File: src/logic/aux_cfg.svh
`ifndef AUX_CFG_SVH
`define AUX_CFG_SVH

// Field widths of one FIFO word
`define AUX_LINE_W 10
`define AUX_POS_W 16
`define AUX_SYM_W 9

// Power of two
`define AUX_FIFO_DEPTH 64

`define AUX_PKT_LEN 32

`endif

File: src/logic/video_timing_pkg.sv
`default_nettype none
`include "aux_cfg.svh"

package video_timing_pkg;

  // Line number counted from frame start
  typedef logic [`AUX_LINE_W-1:0] line_t;

  typedef logic [`AUX_POS_W-1:0] pos_t;  // Cycles since active video ended

endpackage

`default_nettype wire

File: src/logic/aux_pkt_pkg.sv
`default_nettype none
`include "aux_cfg.svh"

package aux_pkt_pkg;
  import video_timing_pkg::*;

  typedef logic [`AUX_SYM_W-1:0] sym_t;

  // One FIFO entry, 35 bits
  typedef struct packed {
    line_t line;   // Target line
    pos_t  start;  // Position of the first ade cycle
    sym_t  sym;
  } aux_word_t;

  typedef enum logic [1:0] {
    SEEK,
    BURST,
    FLUSH   // Discarding stale words
  } sched_state_t;

endpackage

`default_nettype wire

File: src/logic/blank_tracker.sv
`timescale 1ns/1ps
`default_nettype none

module blank_tracker import video_timing_pkg::*; (
  input  logic  pclk,
  input  logic  rst,
  input  logic  vde,
  input  logic  frame_start,
  output pos_t  blank_pos,
  output line_t line_cnt
);

  logic vde_d;
  pos_t pos_q;  // Position of the current blank cycle

  always_ff @(posedge pclk) begin
    if (rst) begin
      vde_d <= 1'b0;
      pos_q <= '0;
    end else begin
      vde_d <= vde;
      if (vde)
        pos_q <= pos_t'(1);  // First blank cycle reads 1
      else
        pos_q <= pos_q + pos_t'(1);
    end
  end

  assign blank_pos = vde ? '0 : pos_q;

  // Completed active lines
  always_ff @(posedge pclk) begin
    if (rst)
      line_cnt <= '0;
    else if (frame_start)
      line_cnt <= '0;
    else if (vde_d && !vde)
      line_cnt <= line_cnt + line_t'(1);
  end

endmodule

`default_nettype wire

File: src/logic/aux_fifo.sv
`timescale 1ns/1ps
`default_nettype none
`include "aux_cfg.svh"

module aux_fifo import aux_pkt_pkg::*; #(
  parameter int DEPTH = `AUX_FIFO_DEPTH
) (
  input  logic      pclk,
  input  logic      rst,
  input  logic      wr_en,
  input  aux_word_t wr_word,
  input  logic      rd_en,
  output aux_word_t head,
  output logic      empty,
  output logic      full
);

  localparam int AW = $clog2(DEPTH);

  aux_word_t   mem [DEPTH];
  logic [AW:0] wr_ptr;  // Extra bit tells full from empty
  logic [AW:0] rd_ptr;
  logic        push;
  logic        pop;

  assign push = wr_en && !full;  // Writes while full are lost
  assign pop  = rd_en && !empty;

  always_ff @(posedge pclk) begin
    if (push)
      mem[wr_ptr[AW-1:0]] <= wr_word;
  end

  always_ff @(posedge pclk) begin
    if (rst) begin
      wr_ptr <= '0;
      rd_ptr <= '0;
    end else begin
      if (push)
        wr_ptr <= wr_ptr + 1'b1;
      if (pop)
        rd_ptr <= rd_ptr + 1'b1;
    end
  end

  // First word falls through
  assign head = mem[rd_ptr[AW-1:0]];

  assign empty = (wr_ptr == rd_ptr);
  assign full  = (wr_ptr[AW] != rd_ptr[AW]) &&
                 (wr_ptr[AW-1:0] == rd_ptr[AW-1:0]);

endmodule

`default_nettype wire

File: src/logic/aux_scheduler.sv
`timescale 1ns/1ps
`default_nettype none

module aux_scheduler import video_timing_pkg::*, aux_pkt_pkg::*; (
  input  logic      pclk,
  input  logic      rst,
  input  logic      vde,
  input  pos_t      blank_pos,
  input  line_t     line_cnt,
  input  aux_word_t head,
  input  logic      empty,
  input  logic      burst_last,
  output logic      rd_en,
  output logic      burst_start,
  output logic      burst_sym,
  output logic      drop
);

  sched_state_t state;
  sched_state_t state_nxt;
  logic         stale;
  logic         hit;

  // Head belongs to a line already passed
  assign stale = !empty && (head.line < line_cnt);

  // One cycle ahead, ade is registered downstream
  assign hit = !empty && !vde &&
               (head.line == line_cnt) &&
               (blank_pos + pos_t'(1) == head.start);

  assign burst_start = (state == SEEK) && hit;
  assign burst_sym   = burst_start || (state == BURST);
  assign drop        = ((state == SEEK) || (state == FLUSH)) && stale;

  // Underrun keeps the burst going but pops nothing
  assign rd_en = drop || (burst_sym && !empty);

  always_comb begin
    state_nxt = state;
    case (state)
      SEEK: begin
        if (stale)
          state_nxt = FLUSH;
        else if (hit)
          state_nxt = BURST;
      end
      BURST: begin
        // Next packet may start right in the following SEEK cycle
        if (burst_last)
          state_nxt = SEEK;
      end
      FLUSH: begin
        if (!stale)
          state_nxt = SEEK;  // Head current or FIFO drained
      end
      default: state_nxt = SEEK;
    endcase
  end

  always_ff @(posedge pclk) begin
    if (rst)
      state <= SEEK;
    else
      state <= state_nxt;
  end

endmodule

`default_nettype wire

File: src/logic/island_out.sv
`timescale 1ns/1ps
`default_nettype none
`include "aux_cfg.svh"

module island_out import aux_pkt_pkg::*; (
  input  logic pclk,
  input  logic rst,
  input  logic burst_start,
  input  logic burst_sym,
  input  logic drop,
  input  logic empty,
  input  sym_t head_sym,
  output logic burst_last,
  output logic ade,
  output sym_t aux_data,
  output logic aux_drop
);

  localparam logic [4:0] LAST_IDX = 5'(`AUX_PKT_LEN - 1);

  logic [4:0] sym_cnt;
  logic [4:0] sym_idx;  // Index of the symbol issued this cycle

  assign sym_idx    = burst_start ? 5'd0 : sym_cnt;
  assign burst_last = burst_sym && (sym_idx == LAST_IDX);

  always_ff @(posedge pclk) begin
    if (rst)
      sym_cnt <= '0;
    else if (burst_sym)
      sym_cnt <= sym_idx + 5'd1;
  end

  always_ff @(posedge pclk) begin
    if (rst) begin
      ade      <= 1'b0;
      aux_drop <= 1'b0;
    end else begin
      ade      <= burst_sym;
      aux_drop <= drop || (burst_sym && empty);  // Discard or underrun
    end
  end

  // Zero filler on underrun
  always_ff @(posedge pclk) begin
    aux_data <= (burst_sym && !empty) ? head_sym : '0;
  end

endmodule

`default_nettype wire

File: src/logic/aux_island_top.sv
`timescale 1ns/1ps
`default_nettype none
`include "aux_cfg.svh"

module aux_island_top import video_timing_pkg::*, aux_pkt_pkg::*; (
  input  logic      pclk,
  input  logic      rst,
  input  logic      vde,
  input  logic      frame_start,
  input  logic      wr_en,
  input  aux_word_t wr_word,
  output logic      full,
  output logic      ade,
  output logic      aux_drop,
  output sym_t      aux_data
);

  pos_t      blank_pos;
  line_t     line_cnt;
  aux_word_t head;
  logic      empty;
  logic      rd_en;
  logic      burst_start;
  logic      burst_sym;
  logic      drop;
  logic      burst_last;

  blank_tracker u_tracker (
    .pclk        (pclk),
    .rst         (rst),
    .vde         (vde),
    .frame_start (frame_start),
    .blank_pos   (blank_pos),
    .line_cnt    (line_cnt)
  );

  aux_fifo #(.DEPTH(`AUX_FIFO_DEPTH)) u_fifo (
    .pclk    (pclk),
    .rst     (rst),
    .wr_en   (wr_en),
    .wr_word (wr_word),
    .rd_en   (rd_en),
    .head    (head),
    .empty   (empty),
    .full    (full)
  );

  aux_scheduler u_sched (
    .pclk        (pclk),
    .rst         (rst),
    .vde         (vde),
    .blank_pos   (blank_pos),
    .line_cnt    (line_cnt),
    .head        (head),
    .empty       (empty),
    .burst_last  (burst_last),
    .rd_en       (rd_en),
    .burst_start (burst_start),
    .burst_sym   (burst_sym),
    .drop        (drop)
  );

  island_out u_island (
    .pclk        (pclk),
    .rst         (rst),
    .burst_start (burst_start),
    .burst_sym   (burst_sym),
    .drop        (drop),
    .empty       (empty),
    .head_sym    (head.sym),
    .burst_last  (burst_last),
    .ade         (ade),
    .aux_data    (aux_data),
    .aux_drop    (aux_drop)
  );

endmodule

`default_nettype wire

File: config.mk
export PLATFORM = sky130hd
export DESIGN_NAME = aux_island_top
export DESIGN_NICKNAME = d
export VERILOG_FILES = /design/src/logic/video_timing_pkg.sv /design/src/logic/aux_pkt_pkg.sv /design/src/logic/blank_tracker.sv /design/src/logic/aux_fifo.sv /design/src/logic/aux_scheduler.sv /design/src/logic/island_out.sv /design/src/logic/aux_island_top.sv
export VERILOG_INCLUDE_DIRS = /design/src /design/src/logic
export SDC_FILE = /design/constraint.sdc
export NUM_CORES = 2
export LEC_CHECK = 0
export BUFFER_PORTS_ARGS = -buffer_cell sky130_fd_sc_hd__buf_2
export CAP_MARGIN = 0
export CORE_MARGIN = 5
export CORE_UTILIZATION = 50
export DETAILED_ROUTE_END_ITERATION = 8
export PLACE_DENSITY = 0.66
export SYNTH_ARGS = -nofsm -noshare
export SYNTH_HDL_FRONTEND = slang
export SYNTH_SLANG_ARGS = --single-unit
File: constraint.sdc
create_clock -name pclk -period 17.8 [get_ports pclk]
set_input_delay 0.89 -clock pclk [delete_from_list [all_inputs] [get_ports pclk]]
set_output_delay 0.89 -clock pclk [all_outputs]
set_load 0.01 [all_outputs]
Word-level counts from Yosys, hierarchy flattened
Memories as Yosys holds them, arrays and structs flattened. A register that Yosys moved wholly into a read port is not among the register bits.
Index checks and enable logic that the tools add are counted.
Widths: inputs -> output; s select.

cells by class
  add/subtract/negate cells = 6
  $lt $le $gt $ge = 1
  equality and inequality tests = 11
  muxes and demuxes = 12
  reduce and logical (&&, ||, !) cells = 24

operators by type and width
  cell                   number
  $add 16x1->16 const B  2
  $eq 16x16->1           1
  $mux 16                1
  $add 7x1->7 const B    2
  $logic_and 1x1->1      13
  $mux 6                 2
  $add 10x1->10 const B  1
  $eq 10x10->1           1
  $lt 10x10->1           1
  $mux 2                 4
  $eq 7x7->1             1
  $eq 6x6->1             1
  $pmux 2 s3             1
  $add 5x1->5 const B    1
  $eq 5x5->1 const B     1
  $mux 5                 1
  $logic_or 1x1->1       4
  $ne 2x2->1 const B     2
  $reduce_or 2->1        2
  $logic_not 1->1        3
  $mux 1                 3
  $ne 3x1->1 const B     1
  $reduce_and 3->1       1
  $eq 2x1->1 const B     1
  other kinds (3)        3

storage, ports and cells
  flip-flop bits (word level) = 59
  bits in writable memories = 2240
  output and inout port bits = 12
  word-level logic and storage cells = 66
  memories kept = 1

memory list
  memory      depth  bits a word  read ports  clocked after Yosys merged registers in  wr ports  RTL line        source
  u_fifo.mem  64     35           1           1                                        1         aux_fifo.sv:20  aux_word_t mem [DEPTH];

Logic depth before layout (Yosys ltp)
  depth in word-level cells = 12
  mapped depth = 29
  gate-level depth less buffers = 20

Hierarchy
Synthesis repeated with hierarchy kept, for this count alone.

second synthesis, totals
  cell total of the unflattened synthesis = 4122
  area total of the unflattened synthesis = 88922.8 µm²

modules (own cells, without submodules)
  module         times used  cells an instance  area each (µm²)  sequential area each (µm²)
  aux_fifo       1           3794               86157.6          67664.9
  blank_tracker  1           144                1261.2           540.5
  aux_scheduler  1           130                945.9            40.0
  island_out     1           54                 558.0            320.3

Worst setup path after synthesis
OpenSTA, ideal clock, no wires.

  path kind = flip-flop to flip-flop
  start point = register with a tool-made name
  end point = register with a tool-made name
  library setup time = 0.078 ns
  arrival time = 6.262 ns
  data required time = 17.722 ns
  slack = 11.460 ns
  stages on the path, launching flop included = 26
  buffers on the path = 9
  cell sequence = dfxtp_1 buf_6 buf_4 buf_4 buf_2 buf_4 buf_2 buf_2 buf_2 buf_2 mux4_2 mux4_2 a211oi_1 a31oi_1 ha_1 nor2b_1 o21a_1 o21a_1 o21a_1 o21a_1 o21ai_0 a21oi_1 or4b_2 a2bb2oi_1 or3_1 a21oi_1

==> impl_results.md <==
* Post-Syn Instances at approximately 4100
* Maximum frequency from static timing analysis at roughly 120 MHz
* Remaining global-route overflow at 0
* Clock group share of total power at 0.381
* Number of nets in the synthesized netlist at 4125
* Hold Fails Final Rpt at 0
* Switch share at 0.2326
* Period utilization at 0.4524
* DP Worst Slack at a little under 10 ns
* Post-synthesis register bit count at 2305
* Synthesis-to-finish area growth at 12.13%
* Minimum clock period after layout at between 8 and 9 ns
* Hold WC Path Type: in -> reg
* Final worst clock skew at about 0.048 ns
* Initial antenna violation count at 8
* Setup total negative slack at 0 ns
* Inserted Clock Buffers at about 220
* Average routed wire per standard cell at around 36 µm
* Cell area after layout at 99980 µm²
* Drt first pass iters at 5
* Number of buffers on the longest clock path at 3
* Final number of max-transition violations at 0
* Worst vdd rail ir drop at approximately 0.11 mV
* Count of non-filler cells in the finished layout at approximately 6800
* Sum of net half-perimeters after detailed placement at 127.0 mm
* Skew-Pair Late Insertion Delay at ~0.86 ns
* Sequential element share of the synthesized area at 0.7690
* Post-cts gate resize count at 0
* Sinks on Clock Net at about 2300
* Clock root buffer master: clkbuf_16
* Vias per cell at ~6.6
* Count of flip-flops with a built-in enable after synthesis at between 2000 and 2500
* Share of synthesized registers carrying an async set or reset at 0
* Number of synthesis warnings at 0
* Number of rows created at floorplan at roughly 160
* Max-cap violation count at 0
* Cell repeated most along the worst path: mux4_2
* Least-Margin Pin Slew at roughly 1.3 ns
* Wire length of the first global-routing pass at 342.9 mm
* Die height at ~430 µm
* Buffers added on ports at a little over 50
* Run status: complete, no violations
* Antenna viol nets, final at 0
* Placeable Area at about 180000 µm²
* Synth Area per Inst at about 22 µm²
* Crit Path Max Fanout at 92
* Worst path setup slack after routing at 9.746 ns
* Switching Power at roughly 2900 µW
* Arrival time reported for the critical path endpoint at slightly below 9 ns
* Critical path startpoint category: flip-flop
* Total detailed-routing wirelength at roughly 250 mm
* Sequential fraction of design power at 0.491
* Relative slew margins at 0.1317
* DRC violation count after routing at 0
* Cts-stage hold buffer count at 0
* Total routing resource utilization after global routing at 0.2638
* Final nets at 4294
* Summed instance area of the synthesized netlist at 89170 µm²
* 1st-iter DRT viols at about 6700
* Post-synthesis cell type count at just over 70
* Power Density at around 120 nW/µm²
* Slowest Stage Delay on Critical Path at ~0.94 ns
* Die ar. at 186900 µm²
* Power Internal at 9410 µW
* Clock transition at the registers of the reported paths at about 0.06 ns
* CTS tree: done
* Dpl cell area at between 90000 and 100000 µm²
* Pin count of the biggest net entering global routing at 144
* GP Congestion at 0.8548
* WS Path Type: reg -> reg
* # H-tree levels at 4
* Critical Path, Cell by Cell: buf_12 > buf_4 > mux4_2 > mux4_2 > mux4_2 > ha_1 > nand4b_1 > nor3_1 > o221ai_1 > a221oi_1 > and3_1 > nand4b_1 > o31ai_4 > a2bb2oi_1 > or3_1 > a21oi_1
* Cell total after placement at between 6000 and 7000
* Critical path endpoint category: flip-flop
* Setup repair bufs after CTS at 0
* Most used flip-flop cell after synthesis: edfxtp_1
* Data required time of the critical path at ~19 ns
* Top-level port count at 52
* Number of global-route vias before repair at ~43000
* Portion of total power attributed to combinational logic at 0.129
* Starting density of the core at 0.5014
* Layout cells sized above 1 at 0.2640
* Unrepaired setup endpoints after global routing: no
* Width of the die at between 400 and 500 µm
* Leakage power summed over all cells at roughly 0.03 µW
* Total number of vias at 44480
* Cell with the largest stage delay on the worst path: dfxtp_4
* Final-report setup violation count at 0
-- layer usage --
layer	track usage	routed length [µm]
met1	0.3796	96700
met2	0.4100	116600
met3	0.05675	24550
met4	0.08516	8680
met5	0	0
-- synth_stat cells (all sizes together), types with 28 or more instances --
master | count | area (µm²)
dfxtp | 65 | 1301
inv | 28 | 105.1
clkbuf | 80 | 301.5
nand3 | 70 | 350.3
nor2 | 140 | 525.5
buf | 133 | 715.7
nand2 | 88 | 330.3
xnor2 | 30 | 262.8
a22oi | 69 | 518.0
a21oi | 32 | 160.2
edfxtp | 2240 | 67260
mux4 | 580 | 13060
mux2i | 175 | 1752
-- final cells by class --
class / count / area [µm²]
Antenna cell: 5 / 12.51
Clock buffer: 289 / 5971
Clock inverter: 127 / 1260
Fill cell: 12940 / 77860
Inverter: 28 / 110.1
Multi-Input combinational cell: 1522 / 19970
Sequential cell: 2305 / 68580
Tap cell: 2355 / 2947
Timing Repair Buffer: 157 / 1126
-- metrics by stage --
step,hold slack (ns),utilization,power (µW)
after CTS,0.4246,0.5621,12330
after detailed placement,0.4908,0.5215,7723
final,0.4710,0.5622,12260
after floorplan,0.4547,-,7316
after global placement,0.4793,0.5215,7709
after global routing,0.4993,0.5622,12650
-- placed cells by master, fill, tap and decap left out, types with 30 or more instances in the layout --
cell,n
nand2_1,88
nand3_1,70
clkinv_2,51
clkbuf_16,225
mux2i_1,175
a22oi_1,69
dfxtp_1,59
mux4_2,580
xnor2_1,30
buf_4,100
clkinv_1,40
edfxtp_1,2240
a21oi_1,32
buf_2,51
nor2_4,63
nor2_1,76
clkbuf_1,54
-- flip-flops by register name (all words and copies together) (netlist names), named ones only --
| name | count |
|---|---|
| u_fifo.mem | 2240 |
| u_fifo.rd_ptr | 7 |
| u_fifo.wr_ptr | 7 |
| u_island.ade | 1 |
| u_island.aux_data | 9 |
| u_island.aux_drop | 1 |
| u_island.sym_cnt | 5 |
| u_sched.state | 2 |
| u_tracker.line_cnt | 10 |
| u_tracker.pos_q | 16 |
| u_tracker.vde_d | 1 |
-- power groups by stage --
stage          combinational (µW)  sequential, µW  clock, µW
6_report                     1580            6020       4670
5_1_grt                      1680            6020       4950
4_1_cts                      1600            6020       4720
3_5_place_dp                 1590            6130          0
3_3_place_gp                 1580            6130          0
2_1_floorplan                1220            6090          0
-- logic make-up after synthesis --
| logic type | count (synthesis) | synth area share |
|---|---|---|
| AND/OR/NAND/NOR | 468 | 0.02583 |
| multiplexers | 773 | 0.1684 |
| flip-flops | 2305 | 0.7690 |
| adder cells (fa/ha/maj) | 17 | 0.002385 |
| XOR/XNOR | 52 | 0.005108 |
| AO/OA/AOI/OAI | 212 | 0.01670 |
| buffers and inverters | 241 | 0.01259 |
-- worst max-delay path, delay by kind of cell, from the launching register on --
kind                     cells  cell delay (ns)
buffers and inverters        2             1.34
multiplexers                 3             1.62
AO/OA/AOI/OAI                5             1.96
adder cells (fa/ha/maj)      1             0.31
AND/OR/NAND/NOR              5             1.65
flip-flops                   1             0.94
-- path summary, 6_finish.rpt --
path	start	depth (start not counted)	to	slack, ns
min reg2reg	u_fifo.wr_ptr[6]$_SDFFE_PP0P_	2	u_fifo.wr_ptr[6]$_SDFFE_PP0P_	0.50
max reg2reg	flip-flop	16	flip-flop	9.75
min	wr_en	4	u_fifo.wr_ptr[2]$_SDFFE_PP0P_	0.47
max	flip-flop	16	flip-flop	9.75
Note: power is estimated with default switching activity, not from simulation.
